===== src/design/mem_sched_pkg.sv =====
/*
 * Memory scheduler package
 * Shared widths, descriptor and job configuration types, and the
 * quantization shift decode used by the bias path.
 */

package mem_sched_pkg;

  localparam int unsigned ADDR_W    = 32;
  localparam int unsigned ITER_W    = 16;
  localparam int unsigned MEM_DW    = 32;
  localparam int unsigned DATA_W    = 256;

  // Bytes from the first to the last memory word of one beat
  localparam int unsigned BEAT_JMP  = (MEM_DW / 8) * (DATA_W / MEM_DW - 1);

  // Full X read count per tile
  localparam int unsigned ARRAY_W   = 4;

  localparam int unsigned GIDX_W    = 8;
  localparam int unsigned ROW_IDX_W = 16;

  typedef logic [GIDX_W-1:0]    gidx_t;
  typedef logic [ROW_IDX_W-1:0] row_idx_t;

  typedef enum logic [1:0] {
    QINT8 = 2'd0,
    QINT4 = 2'd1,
    QINT2 = 2'd2
  } qmode_e;

  // Address generator descriptor, two dimensions
  typedef struct packed {
    logic [ADDR_W-1:0] base_addr;
    logic [ADDR_W-1:0] tot_len;
    logic [ADDR_W-1:0] d0_len;
    logic [ADDR_W-1:0] d0_stride;
    logic [ADDR_W-1:0] d1_len;
    logic [ADDR_W-1:0] d1_stride;
  } stream_desc_t;

  typedef struct packed {
    logic [ADDR_W-1:0] x_addr;
    logic [ADDR_W-1:0] w_addr;
    logic [ADDR_W-1:0] scales_addr;
    logic [ADDR_W-1:0] z_addr;
    logic [ITER_W-1:0] x_col_iters;
    logic [ITER_W-1:0] x_row_iters;
    logic [ITER_W-1:0] w_iters;
    logic [ITER_W-1:0] w_rows;
    logic [ADDR_W-1:0] x_rows_offs;
    logic [ADDR_W-1:0] x_d1_stride;
    logic [ADDR_W-1:0] w_d0_stride;
    logic [ADDR_W-1:0] w_tot_len;
    logic [ADDR_W-1:0] z_tot_len;
    logic [ADDR_W-1:0] z_d0_stride;
    logic [ITER_W-1:0] leftover_reads;
    logic [ITER_W-1:0] tot_x_reads;
    logic              dequant_en;
    qmode_e            qmode;
    logic              accumulate;
  } ms_cfg_t;

  // Narrower weights pack more elements per byte
  function automatic logic [1:0] quant_shift(qmode_e mode);
    logic [1:0] shift;
    case (mode)
      QINT2:   shift = 2'd3;
      QINT4:   shift = 2'd2;
      default: shift = 2'd1;
    endcase
    return shift;
  endfunction

endpackage : mem_sched_pkg


===== src/design/x_tile_walker.sv =====
/*
 * X tile walker
 * Nested column, W pass and row counters that step through the X
 * operand on each X stream completion, with the matching offsets
 * and the per-tile read count.
 */

module x_tile_walker
  import mem_sched_pkg::*;
#(
  parameter int unsigned ARRAY_W = mem_sched_pkg::ARRAY_W
) (
  input  logic              clk_i,
  input  logic              rst_ni,
  input  logic              clear_i,
  input  logic              x_done_i,
  input  ms_cfg_t           cfg_i,
  output logic [ADDR_W-1:0] x_offs_o,
  output logic [ITER_W-1:0] x_num_reads_o,
  output logic              x_reads_pending_o
);

  logic [ITER_W-1:0] col_q, wpass_q, row_q;
  logic [ITER_W-1:0] tot_reads_q;
  logic [ADDR_W-1:0] col_offs_q, row_offs_q;

  logic [ITER_W-1:0] col_max, wpass_max, row_max;
  logic              col_last, wpass_last, row_last;
  logic              wpass_step, row_step;

  assign col_max   = cfg_i.x_col_iters - 1'b1;
  assign wpass_max = cfg_i.w_iters - 1'b1;
  assign row_max   = cfg_i.x_row_iters - 1'b1;

  assign col_last   = col_q == col_max;
  assign wpass_last = wpass_q == wpass_max;
  assign row_last   = row_q == row_max;

  // Inner counters gate the outer ones
  assign wpass_step = x_done_i && col_last;
  assign row_step   = wpass_step && wpass_last;

  always_ff @(posedge clk_i or negedge rst_ni) begin
    if (!rst_ni) begin
      col_q      <= '0;
      col_offs_q <= '0;
    end else if (clear_i) begin
      col_q      <= '0;
      col_offs_q <= '0;
    end else if (x_done_i) begin
      if (col_last) begin
        col_q      <= '0;
        col_offs_q <= '0;
      end else begin
        col_q      <= col_q + 1'b1;
        col_offs_q <= col_offs_q + ADDR_W'(BEAT_JMP);
      end
    end
  end

  always_ff @(posedge clk_i or negedge rst_ni) begin
    if (!rst_ni) begin
      wpass_q <= '0;
    end else if (clear_i) begin
      wpass_q <= '0;
    end else if (wpass_step) begin
      wpass_q <= wpass_last ? '0 : wpass_q + 1'b1;
    end
  end

  always_ff @(posedge clk_i or negedge rst_ni) begin
    if (!rst_ni) begin
      row_q      <= '0;
      row_offs_q <= '0;
    end else if (clear_i) begin
      row_q      <= '0;
      row_offs_q <= '0;
    end else if (row_step) begin
      if (row_last) begin
        row_q      <= '0;
        row_offs_q <= '0;
      end else begin
        row_q      <= row_q + 1'b1;
        row_offs_q <= row_offs_q + cfg_i.x_rows_offs;
      end
    end
  end

  // Counts every completed X transfer of the job
  always_ff @(posedge clk_i or negedge rst_ni) begin
    if (!rst_ni) begin
      tot_reads_q <= '0;
    end else if (clear_i) begin
      tot_reads_q <= '0;
    end else if (x_done_i) begin
      tot_reads_q <= tot_reads_q + 1'b1;
    end
  end

  assign x_offs_o = row_offs_q + col_offs_q;

  // Last row may be partial
  assign x_num_reads_o = (row_last && cfg_i.leftover_reads != '0) ? cfg_i.leftover_reads
                                                                  : ITER_W'(ARRAY_W);

  assign x_reads_pending_o = (tot_reads_q != '0) && (tot_reads_q != cfg_i.tot_x_reads);

endmodule : x_tile_walker


===== src/design/stream_desc_gen.sv =====
/*
 * Stream descriptor generator
 * Builds the X, W and Z address generator descriptors from the job
 * configuration and the walker state, and raises the start requests.
 */

module stream_desc_gen
  import mem_sched_pkg::*;
#(
  parameter int unsigned ARRAY_W = mem_sched_pkg::ARRAY_W
) (
  input  ms_cfg_t           cfg_i,
  input  logic [ADDR_W-1:0] x_offs_i,
  input  logic [ITER_W-1:0] x_num_reads_i,
  input  logic              x_reads_pending_i,
  input  logic              first_load_i,
  input  logic              x_ready_i,
  input  logic              w_ready_i,
  input  logic              y_ready_i,
  input  logic              z_ready_i,
  output stream_desc_t      x_desc_o,
  output stream_desc_t      w_desc_o,
  output stream_desc_t      z_desc_o,
  output logic              x_req_o,
  output logic              w_req_o,
  output logic              y_req_o,
  output logic              z_req_o
);

  // One column of the array per d1 step
  always_comb begin
    x_desc_o.base_addr = cfg_i.x_addr + x_offs_i;
    x_desc_o.tot_len   = ADDR_W'(x_num_reads_i);
    x_desc_o.d0_len    = ADDR_W'(1);
    x_desc_o.d0_stride = '0;
    x_desc_o.d1_len    = ADDR_W'(ARRAY_W);
    x_desc_o.d1_stride = cfg_i.x_d1_stride;
  end

  // In dequant mode the W stream fetches the scales array
  always_comb begin
    w_desc_o.tot_len   = cfg_i.w_tot_len;
    w_desc_o.d0_len    = ADDR_W'(cfg_i.w_rows);
    w_desc_o.d1_len    = ADDR_W'(cfg_i.w_iters);
    w_desc_o.d1_stride = ADDR_W'(BEAT_JMP);
    if (cfg_i.dequant_en) begin
      w_desc_o.base_addr = cfg_i.scales_addr;
      w_desc_o.d0_stride = '0;
    end else begin
      w_desc_o.base_addr = cfg_i.w_addr;
      w_desc_o.d0_stride = cfg_i.w_d0_stride;
    end
  end

  // Shared by the Z sink and the Y accumulate source
  always_comb begin
    z_desc_o.base_addr = cfg_i.z_addr;
    z_desc_o.tot_len   = cfg_i.z_tot_len;
    z_desc_o.d0_len    = ADDR_W'(ARRAY_W);
    z_desc_o.d0_stride = cfg_i.z_d0_stride;
    z_desc_o.d1_len    = ADDR_W'(cfg_i.w_iters);
    z_desc_o.d1_stride = ADDR_W'(BEAT_JMP);
  end

  // X keeps restarting until the whole operand has been read
  assign x_req_o = x_ready_i && (first_load_i || x_reads_pending_i);
  assign w_req_o = w_ready_i && first_load_i;
  assign y_req_o = y_ready_i && first_load_i && cfg_i.accumulate;
  assign z_req_o = z_ready_i && first_load_i;

endmodule : stream_desc_gen


===== src/design/bias_scaler.sv =====
/*
 * Bias scaler
 * Turns an index stream into byte offsets, one registered stage
 * with valid/ready on both sides.
 */

module bias_scaler
  import mem_sched_pkg::*;
#(
  parameter type idx_t       = gidx_t,
  parameter bit  APPLY_SHIFT = 1'b0
) (
  input  logic              clk_i,
  input  logic              rst_ni,
  input  logic              clear_i,
  input  logic [ITER_W-1:0] stride_i,
  input  qmode_e            qmode_i,
  input  logic              valid_i,
  input  idx_t              data_i,
  output logic              ready_o,
  input  logic              ready_i,
  output logic              valid_o,
  output logic [ADDR_W-1:0] bias_o
);

  logic [ITER_W-1:0] stride_eff;
  logic [ADDR_W-1:0] product;
  logic              accept;
  logic              valid_q;
  logic [ADDR_W-1:0] bias_q;

  // Packed weights need a smaller stride
  assign stride_eff = APPLY_SHIFT ? (stride_i >> quant_shift(qmode_i)) : stride_i;
  assign product    = ADDR_W'(data_i) * ADDR_W'(stride_eff);

  assign ready_o = !valid_q || ready_i;
  assign accept  = valid_i && ready_o;

  always_ff @(posedge clk_i or negedge rst_ni) begin
    if (!rst_ni) begin
      valid_q <= 1'b0;
    end else if (clear_i) begin
      valid_q <= 1'b0;
    end else if (accept) begin
      valid_q <= 1'b1;
    end else if (ready_i) begin
      valid_q <= 1'b0;
    end
  end

  always_ff @(posedge clk_i) begin
    if (accept) begin
      bias_q <= product;
    end
  end

  assign valid_o = valid_q;
  assign bias_o  = bias_q;

endmodule : bias_scaler


===== src/design/mem_sched_top.sv =====
/*
 * Memory scheduler top
 * Packs the job configuration and connects the X tile walker, the
 * descriptor generator and the two bias scalers.
 */

module mem_sched_top
  import mem_sched_pkg::*;
#(
  parameter int unsigned ARRAY_W = mem_sched_pkg::ARRAY_W
) (
  input  logic              clk_i,
  input  logic              rst_ni,
  input  logic              clear_i,
  input  logic              first_load_i,
  input  logic              x_done_i,
  input  logic [ADDR_W-1:0] x_addr_i,
  input  logic [ADDR_W-1:0] w_addr_i,
  input  logic [ADDR_W-1:0] scales_addr_i,
  input  logic [ADDR_W-1:0] z_addr_i,
  input  logic [ITER_W-1:0] x_col_iters_i,
  input  logic [ITER_W-1:0] x_row_iters_i,
  input  logic [ITER_W-1:0] w_iters_i,
  input  logic [ITER_W-1:0] w_rows_i,
  input  logic [ADDR_W-1:0] x_rows_offs_i,
  input  logic [ADDR_W-1:0] x_d1_stride_i,
  input  logic [ADDR_W-1:0] w_d0_stride_i,
  input  logic [ADDR_W-1:0] w_tot_len_i,
  input  logic [ADDR_W-1:0] z_tot_len_i,
  input  logic [ADDR_W-1:0] z_d0_stride_i,
  input  logic [ITER_W-1:0] leftover_reads_i,
  input  logic [ITER_W-1:0] tot_x_reads_i,
  input  logic              dequant_en_i,
  input  logic [1:0]        qmode_i,
  input  logic              accumulate_i,
  input  logic              x_ready_i,
  input  logic              w_ready_i,
  input  logic              y_ready_i,
  input  logic              z_ready_i,
  output stream_desc_t      x_desc_o,
  output stream_desc_t      w_desc_o,
  output stream_desc_t      z_desc_o,
  output logic              x_req_o,
  output logic              w_req_o,
  output logic              y_req_o,
  output logic              z_req_o,
  input  logic              gidx_valid_i,
  input  gidx_t             gidx_data_i,
  output logic              gidx_ready_o,
  output logic              scales_bias_valid_o,
  output logic [ADDR_W-1:0] scales_bias_o,
  input  logic              scales_bias_ready_i,
  input  logic              row_valid_i,
  input  row_idx_t          row_data_i,
  output logic              row_ready_o,
  output logic              wq_bias_valid_o,
  output logic [ADDR_W-1:0] wq_bias_o,
  input  logic              wq_bias_ready_i
);

  ms_cfg_t           cfg;
  logic [ADDR_W-1:0] x_offs;
  logic [ITER_W-1:0] x_num_reads;
  logic              x_reads_pending;

  assign cfg.x_addr         = x_addr_i;
  assign cfg.w_addr         = w_addr_i;
  assign cfg.scales_addr    = scales_addr_i;
  assign cfg.z_addr         = z_addr_i;
  assign cfg.x_col_iters    = x_col_iters_i;
  assign cfg.x_row_iters    = x_row_iters_i;
  assign cfg.w_iters        = w_iters_i;
  assign cfg.w_rows         = w_rows_i;
  assign cfg.x_rows_offs    = x_rows_offs_i;
  assign cfg.x_d1_stride    = x_d1_stride_i;
  assign cfg.w_d0_stride    = w_d0_stride_i;
  assign cfg.w_tot_len      = w_tot_len_i;
  assign cfg.z_tot_len      = z_tot_len_i;
  assign cfg.z_d0_stride    = z_d0_stride_i;
  assign cfg.leftover_reads = leftover_reads_i;
  assign cfg.tot_x_reads    = tot_x_reads_i;
  assign cfg.dequant_en     = dequant_en_i;
  assign cfg.qmode          = qmode_e'(qmode_i);
  assign cfg.accumulate     = accumulate_i;

  x_tile_walker #(
    .ARRAY_W (ARRAY_W)
  ) u_walker (
    .clk_i             (clk_i),
    .rst_ni            (rst_ni),
    .clear_i           (clear_i),
    .x_done_i          (x_done_i),
    .cfg_i             (cfg),
    .x_offs_o          (x_offs),
    .x_num_reads_o     (x_num_reads),
    .x_reads_pending_o (x_reads_pending)
  );

  stream_desc_gen #(
    .ARRAY_W (ARRAY_W)
  ) u_desc_gen (
    .cfg_i             (cfg),
    .x_offs_i          (x_offs),
    .x_num_reads_i     (x_num_reads),
    .x_reads_pending_i (x_reads_pending),
    .first_load_i      (first_load_i),
    .x_ready_i         (x_ready_i),
    .w_ready_i         (w_ready_i),
    .y_ready_i         (y_ready_i),
    .z_ready_i         (z_ready_i),
    .x_desc_o          (x_desc_o),
    .w_desc_o          (w_desc_o),
    .z_desc_o          (z_desc_o),
    .x_req_o           (x_req_o),
    .w_req_o           (w_req_o),
    .y_req_o           (y_req_o),
    .z_req_o           (z_req_o)
  );

  // Scales are not packed, so the group index uses the full stride
  bias_scaler #(
    .idx_t       (gidx_t),
    .APPLY_SHIFT (1'b0)
  ) u_gidx_bias (
    .clk_i    (clk_i),
    .rst_ni   (rst_ni),
    .clear_i  (clear_i),
    .stride_i (cfg.w_d0_stride[ITER_W-1:0]),
    .qmode_i  (cfg.qmode),
    .valid_i  (gidx_valid_i),
    .data_i   (gidx_data_i),
    .ready_o  (gidx_ready_o),
    .ready_i  (scales_bias_ready_i),
    .valid_o  (scales_bias_valid_o),
    .bias_o   (scales_bias_o)
  );

  bias_scaler #(
    .idx_t       (row_idx_t),
    .APPLY_SHIFT (1'b1)
  ) u_row_bias (
    .clk_i    (clk_i),
    .rst_ni   (rst_ni),
    .clear_i  (clear_i),
    .stride_i (cfg.w_d0_stride[ITER_W-1:0]),
    .qmode_i  (cfg.qmode),
    .valid_i  (row_valid_i),
    .data_i   (row_data_i),
    .ready_o  (row_ready_o),
    .ready_i  (wq_bias_ready_i),
    .valid_o  (wq_bias_valid_o),
    .bias_o   (wq_bias_o)
  );

endmodule : mem_sched_top


===== config.mk =====
export PLATFORM = sky130hd
export DESIGN_NAME = mem_sched_top
export DESIGN_NICKNAME = d
export VERILOG_FILES = /design/src/design/mem_sched_pkg.sv /design/src/design/x_tile_walker.sv /design/src/design/stream_desc_gen.sv /design/src/design/bias_scaler.sv /design/src/design/mem_sched_top.sv
export SDC_FILE = /design/constraint.sdc
export NUM_CORES = 1
export LEC_CHECK = 0
export BUFFER_PORTS_ARGS = -buffer_cell sky130_fd_sc_hd__buf_2
export CORE_AREA = 2 2 432 434
export DETAILED_ROUTE_END_ITERATION = 8
export DIE_AREA = 0 0 434 436
export GPL_ROUTABILITY_DRIVEN = 1
export HOLD_SLACK_MARGIN = 0.15
export PLACE_DENSITY_LB_ADDON = 0.08
export SLEW_MARGIN = 10
export SYNTH_ARGS = -nofsm -noshare
export SYNTH_HDL_FRONTEND = slang
export SYNTH_SLANG_ARGS = --single-unit

===== constraint.sdc =====
create_clock -name clk_i -period 10.35 [get_ports clk_i]
set_clock_uncertainty 0.1 [all_clocks]
set_input_delay 2.5875 -clock clk_i [delete_from_list [all_inputs] [get_ports clk_i]]
set_output_delay 2.5875 -clock clk_i [all_outputs]
set_load 0.05 [all_outputs]

==> flow_summary.json <==
{
  "dp_hpwl_mm": 106.0,
  "timing.final.max_slew_violations": 0,
  "fill_cells": 20950,
  "setup_viol": 0,
  "antenna_found_initial": 25,
  "gp_congestion": 0.7339,
  "ant_nets": 0,
  "multiInputGateArea_mm2": 0.02052,
  "cts_buffers": 17,
  "fin_tns_setup_ns": 0,
  "synth_area_mm2": 0.02965,
  "initial_utilization": 0.1606,
  "hold_class": "flop to flop",
  "synth_top_area_cell": "fa_1",
  "root_buffer": "clkbuf_16",
  "wl_mm": 126.6,
  "critPathMaxStageDelay_ns": 0.79,
  "ys_types": 75,
  "nets": 4581,
  "critPathLaunchType": "input port",
  "slowest_stage": "nor3_1",
  "avgRoutedWirePerCell_um": 20.78,
  "final-seq-area_mm2": 0.004885,
  "min_period_ns": 9.573,
  "drc": 0,
  "status": "finished, final reports clean",
  "final_hold_viol_count": 0,
  "path_buf_inv": 8,
  "grt_pass1_wl_mm": 180.6,
  "synth_top_cell_area_share": 0.2086,
  "async_flop_share": 0.6957,
  "yosysMostFrequentCell": "buf_4",
  "path_class": "input port to flop",
  "p_leak_nw": 15.67,
  "tightest_slew_ns": 0.9703,
  "final_layout_size_suffix_gt1_frac": 0.1760,
  "drtIter0Drc": 1034,
  "drv_cap": 0,
  "clockBufferDepth": 2,
  "p_per_area_mw_per_mm2": 275.4,
  "grt.overflow.total": 0,
  "max-slew-margin-rel": 0.3531,
  "ys_ff_latch": 184,
  "first_pass_iters": 5,
  "synthTopCellsByArea": "fa_1 21%, buf_4 12%, dfrtp_1 11%, ha_1 9.3%, edfxtp_1 5.7%",
  "avgSynthCellArea_um2": 8.828,
  "grt_start_max_net_pins": 70,
  "cts-htree-levels": 4,
  "cts_resized": 0,
  "clkSinkCount": 184,
  "grt_pass1_vias": 23880,
  "cp_max_fo": 17,
  "portBuffers": 488,
  "core_mm2": 0.1846,
  "final_util": 0.1796,
  "die_area_mm2": 0.1892,
  "fmax_mhz": 104.5,
  "whs_ns": 0.4301,
  "vias": 22860,
  "viasPerCell": 3.752,
  "io_pins": 1105,
  "crit_path_end_kind": "flop",
  "syn2layout_area_growth_pct": 11.84,
  "die_x_um": 434,
  "cp_top_family": "adder cells",
  "clock_latency_ns": 0.56,
  "synth_commonest_cells": "476 x buf_4, 328 x inv_1, 316 x nand2_1, 309 x fa_1, 221 x ha_1",
  "grt.total_usage": 0.1327,
  "yosysWarnings": 0,
  "vdd_drop_max_mv": 0.3668,
  "ys.flop_type": "dfrtp_1",
  "arrival_ns": 9.77,
  "postCtsSetupBuffers": 0,
  "yosysSeqAreaShare": 0.1647,
  "cts.reportedPaths.clkPinSlew_ns": 0.10,
  "fp-row-count": 158,
  "rsz0062_at_grt": "false",
  "hold_buffers": 0,
  "fin_crit_sh": 0.9250,
  "synthCells": 3359,
  "synth_edf_count": 56,
  "required_ns": 10.55,
  "cts_tree": "built",
  "die_h_um": 436
}
## area by class of cell
class                           count  area share
Tap cell                         2480     0.09356
Inverter                          328     0.03712
Antenna cell                        6   0.0004527
Clock buffer                       19     0.01366
Timing Repair Buffer              537     0.08530
Clock inverter                     13    0.003886
Multi-Input combinational cell   2526      0.6187
Sequential cell                   184      0.1473
## placed cells by master, fill, tap and decap left out, types with 134 or more instances in the layout
master | netlist | layout
buf_2 | 2 | 487
inv_1 | 328 | 328
nand2_1 | 316 | 316
fa_1 | 309 | 309
conb_1 | 2 | 264
ha_1 | 221 | 221
and2_1 | 191 | 189
o21ai_0 | 146 | 145
xnor2_1 | 141 | 141
nor2_1 | 136 | 134
## routing by layer
metal | track usage | up-vias | wire, µm
met4 | 0.03164 | 8 | 2360
met2 | 0.2312 | 739 | 63420
met5 | 0.01947 | - | 529
met3 | 0.04242 | 149 | 9079
met1 | 0.1550 | 11210 | 51240
li1 | - | 10750 | -
## per-stage QoR
stage	setup WS, ns	power [mW]	instance area, µm²	std cells
after floorplan	0.2426	6.709	30640	3621
after global placement	0.1478	8.728	32570	6055
after detailed placement	0.07447	8.602	32570	6055
after CTS	0.6983	9.471	33150	6087
after global routing	0.3965	10.27	33160	6091
final	0.7765	9.133	33160	6093
## path summary, 6_finish.rpt
path / startpoint / end / slack, ns / depth (start not counted)
worst max register to register: u_walker.row_offs_q[0] / u_walker.row_offs_q[30] / 5.57 / 13
worst min register to register: u_walker.col_q[15] / u_walker.col_q[15] / 0.43 / 1
worst min-delay path: u_walker.col_q[15] / u_walker.col_q[15] / 0.43 / 1
worst max-delay path: qmode_i[1] / u_row_bias.bias_o[31] / 0.78 / 26
max in group asynchronous: rst_ni / u_walker.row_q[14] / 6.72 / 2
min in group asynchronous: rst_ni / u_walker.row_offs_q[0] / 1.98 / 1
## where the power goes
part           internal [mW]  switching (mW)
sequential              1.17          0.0501
clock                  0.332           0.422
combinational           2.79            4.37
## registers in the layout, indices dropped and copies added, names as in the netlist
register	cells
u_row_bias.bias_o	32
u_walker.wpass_q	16
u_row_bias.valid_o	1
u_gidx_bias.valid_o	1
u_walker.row_q	16
u_walker.row_offs_q	32
u_walker.col_offs_q	30
u_walker.tot_reads_q	16
u_walker.col_q	16
u_gidx_bias.bias_o	24
## cell families (layout without fill, tap and decap cells)
group / count (synthesis) / count (layout) / synth area share
AO/OA/AOI/OAI: 472 / 472 / 0.09937
adder cells (fa/ha/maj): 530 / 530 / 0.3019
XOR/XNOR: 205 / 205 / 0.06055
other: 2 / 270 / 0.0002533
AND/OR/NAND/NOR: 992 / 992 / 0.1703
flip-flops: 184 / 184 / 0.1647
buffers and inverters: 911 / 897 / 0.1772
multiplexers: 63 / 63 / 0.02578
(Power assumes the default switching activity.)
